--- config.mk ---
export PLATFORM = sky130hd
export DESIGN_NAME = nx_node
export DESIGN_NICKNAME = d
export VERILOG_FILES = /design/src/common/nx_pkg.sv /design/src/design/nx_fifo.sv /design/src/design/nx_inbound.sv /design/src/design/nx_node.sv /design/src/design/nx_node_ctrl.sv /design/src/design/nx_outbound.sv /design/src/design/nx_regfile.sv
export VERILOG_INCLUDE_DIRS = /design/src /design/src/common
export SDC_FILE = /design/constraint.sdc
export NUM_CORES = 2
export LEC_CHECK = 0
export ABC_CLOCK_PERIOD_IN_PS = 69800
export BUFFER_PORTS_ARGS = -buffer_cell sky130_fd_sc_hd__buf_4
export CORE_MARGIN = 3
export CORE_UTILIZATION = 30
export DETAILED_ROUTE_END_ITERATION = 8
export RECOVER_POWER = 25
export SKIP_LAST_GASP = 1
export SLEW_MARGIN = 20
export SYNTH_ARGS = -nofsm -noshare
export SYNTH_HDL_FRONTEND = slang
export SYNTH_SLANG_ARGS = --single-unit
--- constraint.sdc ---
create_clock -name clk_i -period 69.8 [get_ports clk_i]
set_input_delay 10.47 -clock clk_i [delete_from_list [all_inputs] [get_ports clk_i]]
set_output_delay 10.47 -clock clk_i [all_outputs]
set_load 0.02 [all_outputs]
--- src/common/nx_cfg.svh ---
`ifndef NX_CFG_SVH
`define NX_CFG_SVH

// Ingress and egress FIFO depths in messages
`define NX_IN_DEPTH  4
`define NX_OUT_DEPTH 4

// Every message on both links is one word of this width
`define NX_MSG_W     32

// Register store geometry
`define NX_ADDR_W    6
`define NX_REG_COUNT 64
`define NX_DATA_W    24

// Command field width, top bits of each message
`define NX_CMD_W     2

// Tag padding that fills out the READ view
`define NX_TAG_W     24

`endif

--- src/common/nx_pkg.sv ---
`default_nettype none

`include "nx_cfg.svh"

package nx_pkg;

    // Command carried in the top bits of every message
    typedef enum logic [`NX_CMD_W-1:0] {
        NX_CMD_LOAD    = 2'd0,
        NX_CMD_READ    = 2'd1,
        NX_CMD_FORWARD = 2'd2,
        NX_CMD_UNUSED  = 2'd3
    } nx_command_t;

    // LOAD view, also the layout of a read reply
    typedef struct packed {
        nx_command_t                 command;
        logic [`NX_ADDR_W-1:0]       address;
        logic [`NX_DATA_W-1:0]       data;
    } nx_load_t;

    // READ view
    // The tag only pads the word, it is not echoed back
    typedef struct packed {
        nx_command_t                 command;
        logic [`NX_ADDR_W-1:0]       address;
        logic [`NX_TAG_W-1:0]        tag;
    } nx_read_t;

    // One message word, decoded by its command field
    typedef union packed {
        logic [`NX_MSG_W-1:0]        raw;
        nx_load_t                    load;
        nx_read_t                    read;
    } nx_message_t;

endpackage

`default_nettype wire

--- src/design/nx_fifo.sv ---
`timescale 1ns/1ps
`default_nettype none

module nx_fifo #(
      parameter int DEPTH = 4   // Number of entries
    , parameter int WIDTH = 32  // Bits per entry
) (
      input  wire              clk_i
    , input  wire              rst_i
    // Write side
    , input  wire  [WIDTH-1:0] wr_data_i
    , input  wire              wr_push_i
    // Read side, head is always presented
    , output logic [WIDTH-1:0] rd_data_o
    , input  wire              rd_pop_i
    // Status
    , output logic             empty_o
    , output logic             full_o
);

    localparam int PTR_W = (DEPTH > 1) ? $clog2(DEPTH) : 1;
    localparam int LVL_W = $clog2(DEPTH + 1);

    logic [WIDTH-1:0] mem [DEPTH];
    logic [PTR_W-1:0] wr_ptr;
    logic [PTR_W-1:0] rd_ptr;
    logic [LVL_W-1:0] level;
    logic             do_push;
    logic             do_pop;

    // Step a pointer, wrapping at the last entry
    function automatic logic [PTR_W-1:0] ptr_next(input logic [PTR_W-1:0] ptr);
        return (ptr == PTR_W'(DEPTH - 1)) ? '0 : ptr + 1'b1;
    endfunction

    assign empty_o   = (level == '0);
    assign full_o    = (level == LVL_W'(DEPTH));
    // First-word fall-through, head read straight from storage
    assign rd_data_o = mem[rd_ptr];

    // Pops on empty are dropped
    assign do_pop  = rd_pop_i && !empty_o;
    // A pop frees a slot for a push in the same cycle
    assign do_push = wr_push_i && (!full_o || do_pop);

    always_ff @(posedge clk_i or posedge rst_i) begin
        if (rst_i) begin
            wr_ptr <= '0;
            rd_ptr <= '0;
            level  <= '0;
        end else begin
            if (do_push) begin
                wr_ptr <= ptr_next(wr_ptr);
            end
            if (do_pop) begin
                rd_ptr <= ptr_next(rd_ptr);
            end
            // Level only moves when exactly one side acts
            case ({do_push, do_pop})
                2'b10:   level <= level + 1'b1;
                2'b01:   level <= level - 1'b1;
                default: level <= level;
            endcase
        end
    end

    // Storage, written at the push edge
    always_ff @(posedge clk_i) begin
        if (do_push) begin
            mem[wr_ptr] <= wr_data_i;
        end
    end

endmodule

`default_nettype wire

--- src/design/nx_inbound.sv ---
`timescale 1ns/1ps
`default_nettype none

module nx_inbound import nx_pkg::*; (
      input  wire         clk_i
    , input  wire         rst_i
    // Inbound four-phase link
    , input  wire         in_req_i
    , input  nx_message_t in_data_i
    , output logic        in_ack_o
    // Ingress FIFO write side
    , input  wire         fifo_full_i
    , output logic        push_o
    , output nx_message_t push_data_o
);

    // High between accepting a word and seeing req fall
    logic ack_q;

    // New request with room in the FIFO
    // Ack low means this handshake has not pushed yet, so one push per word
    assign push_o = in_req_i && !ack_q && !fifo_full_i;

    // Sender holds data stable while req is high
    assign push_data_o = in_data_i;

    assign in_ack_o = ack_q;

    always_ff @(posedge clk_i or posedge rst_i) begin
        if (rst_i) begin
            ack_q <= 1'b0;
        end else if (push_o) begin
            // Phase 2, ack rises with the push
            ack_q <= 1'b1;
        end else if (!in_req_i) begin
            // Phase 4, release once req has dropped
            ack_q <= 1'b0;
        end
    end

    // While full, ack stays low and the sender keeps req up

endmodule

`default_nettype wire

--- src/design/nx_node.sv ---
`timescale 1ns/1ps
`default_nettype none

`include "nx_cfg.svh"

module nx_node import nx_pkg::*; (
      input  wire         clk_i
    , input  wire         rst_i
    // Inbound link
    , input  wire         in_req_i
    , input  nx_message_t in_data_i
    , output logic        in_ack_o
    // Outbound link
    , output logic        out_req_o
    , output nx_message_t out_data_o
    , input  wire         out_ack_i
);

    // Ingress path
    logic                  in_push;
    nx_message_t           in_push_data;
    logic                  in_full;
    logic                  in_empty;
    logic                  in_pop;
    nx_message_t           in_head;

    // Egress path
    logic                  out_push;
    nx_message_t           out_push_data;
    logic                  out_full;
    logic                  out_empty;
    logic                  out_pop;
    nx_message_t           out_head;

    // Store
    logic                  reg_wr_en;
    logic [`NX_ADDR_W-1:0] reg_wr_addr;
    logic [`NX_DATA_W-1:0] reg_wr_data;
    logic [`NX_ADDR_W-1:0] reg_rd_addr;
    logic [`NX_DATA_W-1:0] reg_rd_data;

    nx_inbound u_inbound (
          .clk_i       (clk_i)
        , .rst_i       (rst_i)
        , .in_req_i    (in_req_i)
        , .in_data_i   (in_data_i)
        , .in_ack_o    (in_ack_o)
        , .fifo_full_i (in_full)
        , .push_o      (in_push)
        , .push_data_o (in_push_data)
    );

    nx_fifo #(
          .DEPTH (`NX_IN_DEPTH)
        , .WIDTH (`NX_MSG_W)
    ) u_in_fifo (
          .clk_i     (clk_i)
        , .rst_i     (rst_i)
        , .wr_data_i (in_push_data)
        , .wr_push_i (in_push)
        , .rd_data_o (in_head)
        , .rd_pop_i  (in_pop)
        , .empty_o   (in_empty)
        , .full_o    (in_full)
    );

    nx_node_ctrl u_ctrl (
          .clk_i         (clk_i)
        , .rst_i         (rst_i)
        , .head_i        (in_head)
        , .in_empty_i    (in_empty)
        , .in_pop_o      (in_pop)
        , .out_full_i    (out_full)
        , .out_push_o    (out_push)
        , .out_data_o    (out_push_data)
        , .reg_wr_en_o   (reg_wr_en)
        , .reg_wr_addr_o (reg_wr_addr)
        , .reg_wr_data_o (reg_wr_data)
        , .reg_rd_addr_o (reg_rd_addr)
        , .reg_rd_data_i (reg_rd_data)
    );

    nx_regfile u_regfile (
          .clk_i     (clk_i)
        , .rst_i     (rst_i)
        , .wr_en_i   (reg_wr_en)
        , .wr_addr_i (reg_wr_addr)
        , .wr_data_i (reg_wr_data)
        , .rd_addr_i (reg_rd_addr)
        , .rd_data_o (reg_rd_data)
    );

    nx_fifo #(
          .DEPTH (`NX_OUT_DEPTH)
        , .WIDTH (`NX_MSG_W)
    ) u_out_fifo (
          .clk_i     (clk_i)
        , .rst_i     (rst_i)
        , .wr_data_i (out_push_data)
        , .wr_push_i (out_push)
        , .rd_data_o (out_head)
        , .rd_pop_i  (out_pop)
        , .empty_o   (out_empty)
        , .full_o    (out_full)
    );

    nx_outbound u_outbound (
          .clk_i        (clk_i)
        , .rst_i        (rst_i)
        , .fifo_empty_i (out_empty)
        , .fifo_data_i  (out_head)
        , .pop_o        (out_pop)
        , .out_req_o    (out_req_o)
        , .out_data_o   (out_data_o)
        , .out_ack_i    (out_ack_i)
    );

endmodule

`default_nettype wire

--- src/design/nx_node_ctrl.sv ---
`timescale 1ns/1ps
`default_nettype none

`include "nx_cfg.svh"

module nx_node_ctrl import nx_pkg::*; (
      input  wire                   clk_i
    , input  wire                   rst_i
    // Ingress FIFO head
    , input  nx_message_t           head_i
    , input  wire                   in_empty_i
    , output logic                  in_pop_o
    // Egress FIFO write side
    , input  wire                   out_full_i
    , output logic                  out_push_o
    , output nx_message_t           out_data_o
    // Register store
    , output logic                  reg_wr_en_o
    , output logic [`NX_ADDR_W-1:0] reg_wr_addr_o
    , output logic [`NX_DATA_W-1:0] reg_wr_data_o
    , output logic [`NX_ADDR_W-1:0] reg_rd_addr_o
    , input  wire  [`NX_DATA_W-1:0] reg_rd_data_i
);

    // Purely combinational
    // All state lives in the FIFOs and the store

    logic head_valid;

    assign head_valid = !in_empty_i;

    // Address and data fields go to the store unconditionally
    assign reg_wr_addr_o = head_i.load.address;
    assign reg_wr_data_o = head_i.load.data;
    assign reg_rd_addr_o = head_i.read.address;

    always_comb begin
        in_pop_o    = 1'b0;
        out_push_o  = 1'b0;
        reg_wr_en_o = 1'b0;
        // Forwards leave bit for bit
        out_data_o  = head_i;

        case (head_i.load.command)
            NX_CMD_LOAD: begin
                // Store write never waits on the egress side
                reg_wr_en_o = head_valid;
                in_pop_o    = head_valid;
            end
            NX_CMD_READ: begin
                // Reply is a LOAD carrying the stored value
                // Read address already sits in the reply's address bits
                out_data_o.load.command = NX_CMD_LOAD;
                out_data_o.load.data    = reg_rd_data_i;
                // Head stays put until egress has room
                out_push_o = head_valid && !out_full_i;
                in_pop_o   = head_valid && !out_full_i;
            end
            NX_CMD_FORWARD: begin
                out_push_o = head_valid && !out_full_i;
                in_pop_o   = head_valid && !out_full_i;
            end
            default: begin
                // Unused command is dropped
                in_pop_o = head_valid;
            end
        endcase
    end

    // Ordering holds since only the head is ever acted on

endmodule

`default_nettype wire

--- src/design/nx_outbound.sv ---
`timescale 1ns/1ps
`default_nettype none

module nx_outbound import nx_pkg::*; (
      input  wire         clk_i
    , input  wire         rst_i
    // Egress FIFO read side
    , input  wire         fifo_empty_i
    , input  nx_message_t fifo_data_i
    , output logic        pop_o
    // Outbound four-phase link
    , output logic        out_req_o
    , output nx_message_t out_data_o
    , input  wire         out_ack_i
);

    // Link state is held by req and the returning ack
    //   idle    : req low,  ack low
    //   request : req high, waiting for ack
    //   release : req low,  waiting for ack to fall
    logic        req_q;
    logic        start;
    nx_message_t data_q;

    // Only begin a word from idle with something queued
    assign start = !fifo_empty_i && !req_q && !out_ack_i;

    // Word is captured here, so the FIFO can advance right away
    assign pop_o = start;

    assign out_req_o  = req_q;
    assign out_data_o = data_q;

    always_ff @(posedge clk_i or posedge rst_i) begin
        if (rst_i) begin
            req_q <= 1'b0;
        end else if (start) begin
            // Phase 1
            req_q <= 1'b1;
        end else if (req_q && out_ack_i) begin
            // Phase 3, drop req on the first ack
            req_q <= 1'b0;
        end
    end

    // Held for the whole handshake
    always_ff @(posedge clk_i) begin
        if (start) begin
            data_q <= fifo_data_i;
        end
    end

    // Release ends when the receiver drops ack, start then sees idle again

endmodule

`default_nettype wire

--- src/design/nx_regfile.sv ---
`timescale 1ns/1ps
`default_nettype none

`include "nx_cfg.svh"

module nx_regfile (
      input  wire                   clk_i
    , input  wire                   rst_i
    // Write port
    , input  wire                   wr_en_i
    , input  wire  [`NX_ADDR_W-1:0] wr_addr_i
    , input  wire  [`NX_DATA_W-1:0] wr_data_i
    // Read port, combinational
    , input  wire  [`NX_ADDR_W-1:0] rd_addr_i
    , output logic [`NX_DATA_W-1:0] rd_data_o
);

    logic [`NX_DATA_W-1:0] regs [`NX_REG_COUNT];

    // Unwritten registers read back as zero
    always_ff @(posedge clk_i or posedge rst_i) begin
        if (rst_i) begin
            for (int i = 0; i < `NX_REG_COUNT; i++) begin
                regs[i] <= '0;
            end
        end else if (wr_en_i) begin
            regs[wr_addr_i] <= wr_data_i;
        end
    end

    // Write lands at the edge, a read in the next cycle sees it
    assign rd_data_o = regs[rd_addr_i];

endmodule

`default_nettype wire

Word-level counts from Yosys, hierarchy flattened:

Memories as Yosys holds them, arrays and structs flattened. A register that Yosys moved wholly into a read port is not among the register bits.
Cells that the tools add are included.

* register bits after elaboration: 1552
* bits in latches: 0
* bits in writable memories: 256
* ROM bits: 0
* output and inout port bits: 34
* word-level logic and storage cells: 150
* memories: 2

Memory list
* u_in_fifo.mem: depth 4, width 32, read ports 1, clocked after memory_dff 0, wr ports 1, line nx_fifo.sv:24 `logic [WIDTH-1:0] mem [DEPTH];`
* u_out_fifo.mem: depth 4, width 32, read ports 1, clocked after memory_dff 1, wr ports 1, line nx_fifo.sv:24

* $add $sub $neg: 8
* multiply operators: 0
* divide/modulo/power cells: 0
* $lt $le $gt $ge: 2
* equality and inequality tests: 13
* shift-type cells: 0
* muxes and demuxes: 25
* bitwise gates (word level): 1
* reduce and logical (&&, ||, !) cells: 27

Operators by type and width (number)
* $bwmux 1536: 1
* $bmux 24 s6: 1
* $demux 24 s6: 1
* $mux 24: 4
* $eq 2x2->1 const B: 7
* $pmux 3 s2: 2
* $logic_and 1x1->1: 11
* $mux 1: 11
* $mux 2: 5
* $add 2x1->2 const B: 4
* $ge 7x7->1 const B: 1
* $logic_not 1->1: 7
* $lt 7x1->1 const B: 1
* $not 6->7: 1
* $add 3x1->3 const B: 2
* $eq 2x1->1 const B: 3
* $eq 3x3->1 const B: 2
* $logic_not 3->1: 2
* $reduce_bool 2->1: 3
* $sub 3x1->3 const B: 2
* $logic_not 2->1: 1
* $logic_or 1x1->1: 2
* $ne 2x1->1 const B: 1
* $reduce_or 2->1: 1

Logic depth before layout (Yosys ltp):

* depth in word-level cells: 9
* depth in mapped cells: 15

Modules after synthesis:

From an unflattened synthesis, not the netlist that was laid out.

* cells, all modules: 5193
* area, all modules: 82638.0 sq um

By module, submodules not included
* nx_regfile: times used 1, cells each 4591, area an instance 70244.9 sq um, sequential area each 38436.9 sq um
* nx_fifo: times used 2, cells each 225, area an instance 5154.9 sq um, sequential area each 4018.9 sq um
* nx_outbound: times used 1, cells each 37, area an instance 1012.2 sq um, sequential area each 985.9 sq um
* nx_node_ctrl: times used 1, cells each 78, area an instance 778.2 sq um, sequential area each 0.0 sq um
* nx_inbound: times used 1, cells each 37, area an instance 292.8 sq um, sequential area each 25.0 sq um

Least setup slack after synthesis:

Ideal clock, no wire load.

* path type: input-to-reg
* start: input port out_ack_i
* end: register u_outbound.data_q, in the netlist u_outbound.out_data_o[0] (read register of u_out_fifo.mem), enable pin
* setup time: 0.461 ns
* data arrival time: 12.712 ns
* data required time: 69.339 ns
* path slack: 56.627 ns
* stages: 1
* path buffers: 0
* cells stage by stage: nor3_1

* cells in the longest elaborated chain, start to end: 2

Ends and longest elaborated chain
* from (decl): line nx_node.sv:16 `, input wire out_ack_i`
* $logic_not 1->1: line nx_outbound.sv:26 `assign start = !fifo_empty_i && !req_q && !out_ack_i;`
* $logic_and 1x1->1: line nx_outbound.sv:26
* to (decl): line nx_outbound.sv:23 `nx_message_t data_q;`

No other way between the ends.
A chain may end at the register's enable or synchronous reset.

Final worst setup path:

* start: register u_in_fifo.rd_ptr[0]
* end: register u_regfile.regs[960] in the netlist's numbering

* cells in the longest elaborated chain, start to end: 7
* elaborated cells on any way between the ends: 10

Ends and longest elaborated chain
* from (decl): line nx_fifo.sv:26 `logic [PTR_W-1:0] rd_ptr;`
* from (signal assigned): line nx_fifo.sv:56 `rd_ptr <= ptr_next(rd_ptr);`
* $mem_v2 4x32 *
* $not 6->7 (implied by the code): line nx_regfile.sv:27 `regs[wr_addr_i] <= wr_data_i;`
* $ge 7x7->1 (implied by the code) / $lt 7x1->1 (equally long branches): line nx_regfile.sv:27
* $logic_and 1x1->1 (implied by the code): line nx_regfile.sv:27
* $mux 24 (implied by the code): line nx_regfile.sv:27
* $demux 24 s6: line nx_regfile.sv:27
* $bwmux 1536: line nx_regfile.sv:27
* to (signal, indexed assignment): line nx_regfile.sv:27
* to (decl): line nx_regfile.sv:18 `` logic [`NX_DATA_W-1:0] regs [`NX_REG_COUNT]; ``

Every way passes the cells marked *; elsewhere a longest branch is shown, timed or not.

==> reports/results.ini <==
[outcome]
status = finished with violations
violations = capacitance limit, slew limit

[cts]
clkLatencyLatePin_ps = 840
cts_setup_buffers = 0
hold_buffers = 0
clockRootBuffer = clkbuf_16
cts.sinks = 1840
clockBufferDepth = 3
ctsResizeCount = 0
htree_num_levels = 4
clkTransAtPathRegs_ps = 60
cts_tree = yes
numCtsBuffers = 191

[critical_path]
critPathSlowestCell = clkbuf_1
end_kind = flop
worstPathMaxFanout = 111
reg2reg_depth = 12
crit_arrival_ps = 18300
required_ps = 70440
start_kind = flop
worstPathCellList = clkbuf_1 -> mux2_2 -> clkbuf_1 -> clkinvlp_2 -> clkbuf_1 -> nand2_1 -> nor2_1 -> clkbuf_1 -> nand2_1 -> buf_4 -> nand2_1 -> o21ai_0
slowest_delay_ps = 5570
crit_top_cell = clkbuf_1
crit_type = flop to flop

[finish]
instances_no_fill = 10570
utilization = 0.3414
drive_above_1_share = 0.1179
num-nets-final = 6960
area_delta_synth_final_pct = 12.67
fillers = 25770

[sta]
setup_ws_ps = 52140
holdWs_ps = 472.9
finalHoldViolCount = 0
fin_skew_ps = 42.78
setup_viol = 0
tns_ps = 0
period_share = 0.2530
fmax_mhz = 56.63
slew_viol_final = 2630
finalCriticalPeriod_ps = 17660
tightest_slew_ps = 7803
grt_setup_unrepaired = false
maxSlewHeadroom = -4.202

[logic_synthesis]
ys_async_sr_fraction = 0.8435
synth_nets = 7209
synth_top_area_frac = 0.4914
yosys-top-cells-count = nand2_1, o21ai_0, dfrtp_1, clkbuf_1, mux2i_1
synthXorXnorAreaFrac = 0.0006649
synth.area.mux_share = 0.1247
ys_ff_latch = 1840
synthAdderAreaFrac = 0.002881
syn-instance-count = 7156
synth_edf_count = 288
avgSynthCellArea_um2 = 11.05
synth_most_common_cell = nand2_1
yosysWarnings = 0
synth_cell_types = 61
synth_area_leaders = dfrtp_1, edfxtp_1, o21ai_0
synth.largest_area_cell = dfrtp_1
ys_seq_area_frac = 0.6008
syn-cell-area_um2 = 79040
synthFlopType = dfrtp_1
synth_top_family_by_area = compound AO/OA/AOI/OAI gates
yosys.area_share.simple = 0.09859
synth_compound_area_frac = 0.1337

[pwr]
p_leak_nw = 37.88
clockPowerShare = 0.221
p_sw_frac = 0.3890
seqPwrFrac = 0.405
internal_power_mw = 2.849
peakVddDrop_mv = 0.03807
pwr_density_cell_nw_per_um2 = 52.36
p_sw_mw = 1.814
p_comb_frac = 0.373

[global_routing]
grt_usage = 0.1730
grt_start_max_net_pins = 131
grt_antenna_before_repair = 13
grt_pass1_wl_mm = 355.6
grt_overflow = 0
grt_pass1_vias = 53710

[die]
num_rows = 187
die_h_um = 519.3
die_w_um = 519.3
die_area_um2 = 269700
io-pin-count = 70
core_um2 = 260900
start_util = 0.3030

[routing]
dr.first_iter.drc_count = 5886
wl_per_cell_um = 22.42
drt-total-wl_mm = 237.0
post-route-drc-count = 0
vias_per_cell = 5.183
first_pass_iters = 5
ant_nets = 0
num_vias = 54800

[flow_run]
cap_violations = 55

[place]
place_ws_ps = 54150
dp_hpwl_mm = 146.8
placedCellCount = 10210
io_buffers = 69
place_congestion = 0.8529

[min_path]
hp-class = flop to flop
min_path_cells = 2

[sequential cells by signal, summed over array words and instances, names as in the netlist]
signal                 flops
u_in_fifo.level            3
u_in_fifo.mem            128
u_in_fifo.rd_ptr           2
u_in_fifo.wr_ptr           2
u_inbound.in_ack_o         1
u_out_fifo.level           3
u_out_fifo.mem           128
u_out_fifo.rd_ptr          2
u_out_fifo.wr_ptr          2
u_outbound.out_data_o     32
u_outbound.out_req_o       1
u_regfile.regs          1536
[logic make-up (layout without fill, tap and decap cells)]
logic type      count (synthesis)  after routing
fa+ha+maj                      17             17
xor+xnor                        6              6
buf+inv                       724            640
flops                        1840           1840
compound gates               1918           1918
simple gates                 1946           1946
other cells                     0              5
mux                           705            705
[through the flow]
stage          total power, mW  area, µm²
6_report                 4.663      89050
5_1_grt                  4.929      89040
4_1_cts                  4.636      89260
3_5_place_dp             3.600      82860
3_3_place_gp             3.527      82840
2_1_floorplan            2.981      79040
[routing by layer]
layer	vias to the layer above	routed length [µm]	GRT usage
met2	2041	106000	0.2649
met3	428	18830	0.03620
met4	4	10610	0.07487
li1	24520	-	-
met1	27800	101600	0.2367
met5	-	14	0
[cells in the final DEF, fill, tap and decap left out, types with 28 or more instances in the layout]
cell,count
a211oi_1,91
a22oi_1,77
buf_4,195
clkbuf_1,104
clkbuf_16,193
clkbuf_8,40
clkinv_2,31
dfrtp_1,1550
edfxtp_1,288
mux2_2,62
mux2i_1,425
mux4_2,216
nand2_1,1729
nand3_1,28
nor2b_1,66
o21ai_0,1547
[final timing paths]
kind / to / slack (ps) / from
min in group asynchronous: u_regfile.regs[1163] / 9800 / rst_i
max in group asynchronous: u_regfile.regs[643] / 55180 / rst_i
hold / removal: u_regfile.regs[506] / 470 / u_regfile.regs[506]
setup reg to reg: u_regfile.regs[960] / 52140 / u_in_fifo.rd_ptr[0]
hold reg to reg: u_regfile.regs[506] / 470 / u_regfile.regs[506]
setup / recovery: u_regfile.regs[960] / 52140 / u_in_fifo.rd_ptr[0]
[power by group through the flow]
| stage | combinational (mW) | clock (mW) | sequential (mW) |
|---|---|---|---|
| after floorplan | 1.14 | 0 | 1.85 |
| after global placement | 1.66 | 0 | 1.87 |
| after detailed placement | 1.70 | 0 | 1.90 |
| after CTS | 1.70 | 1.05 | 1.88 |
| after global routing | 1.89 | 1.09 | 1.95 |
| final | 1.74 | 1.03 | 1.89 |
[final cells by class]
class                      count  area, µm²  area share
sequential                  1840      47490      0.5332
multi-input combinational   4592      28930      0.3249
clock buffer                 284       5572     0.06256
tap                         3496       4374     0.04912
timing repair buffer         251       1713     0.01923
clock inverter                74      834.6    0.009371
inverter                      31      126.4    0.001419
antenna                        5      12.51   0.0001405
[critical path, delay by kind of cell, from the launching register on]
family / cells / cell delay (ps)
flops: 1 / 1730
mux: 1 / 460
compound gates: 1 / 90
buf+inv: 6 / 11640
simple gates: 4 / 3370
Note: power is estimated with default switching activity, not from simulation.
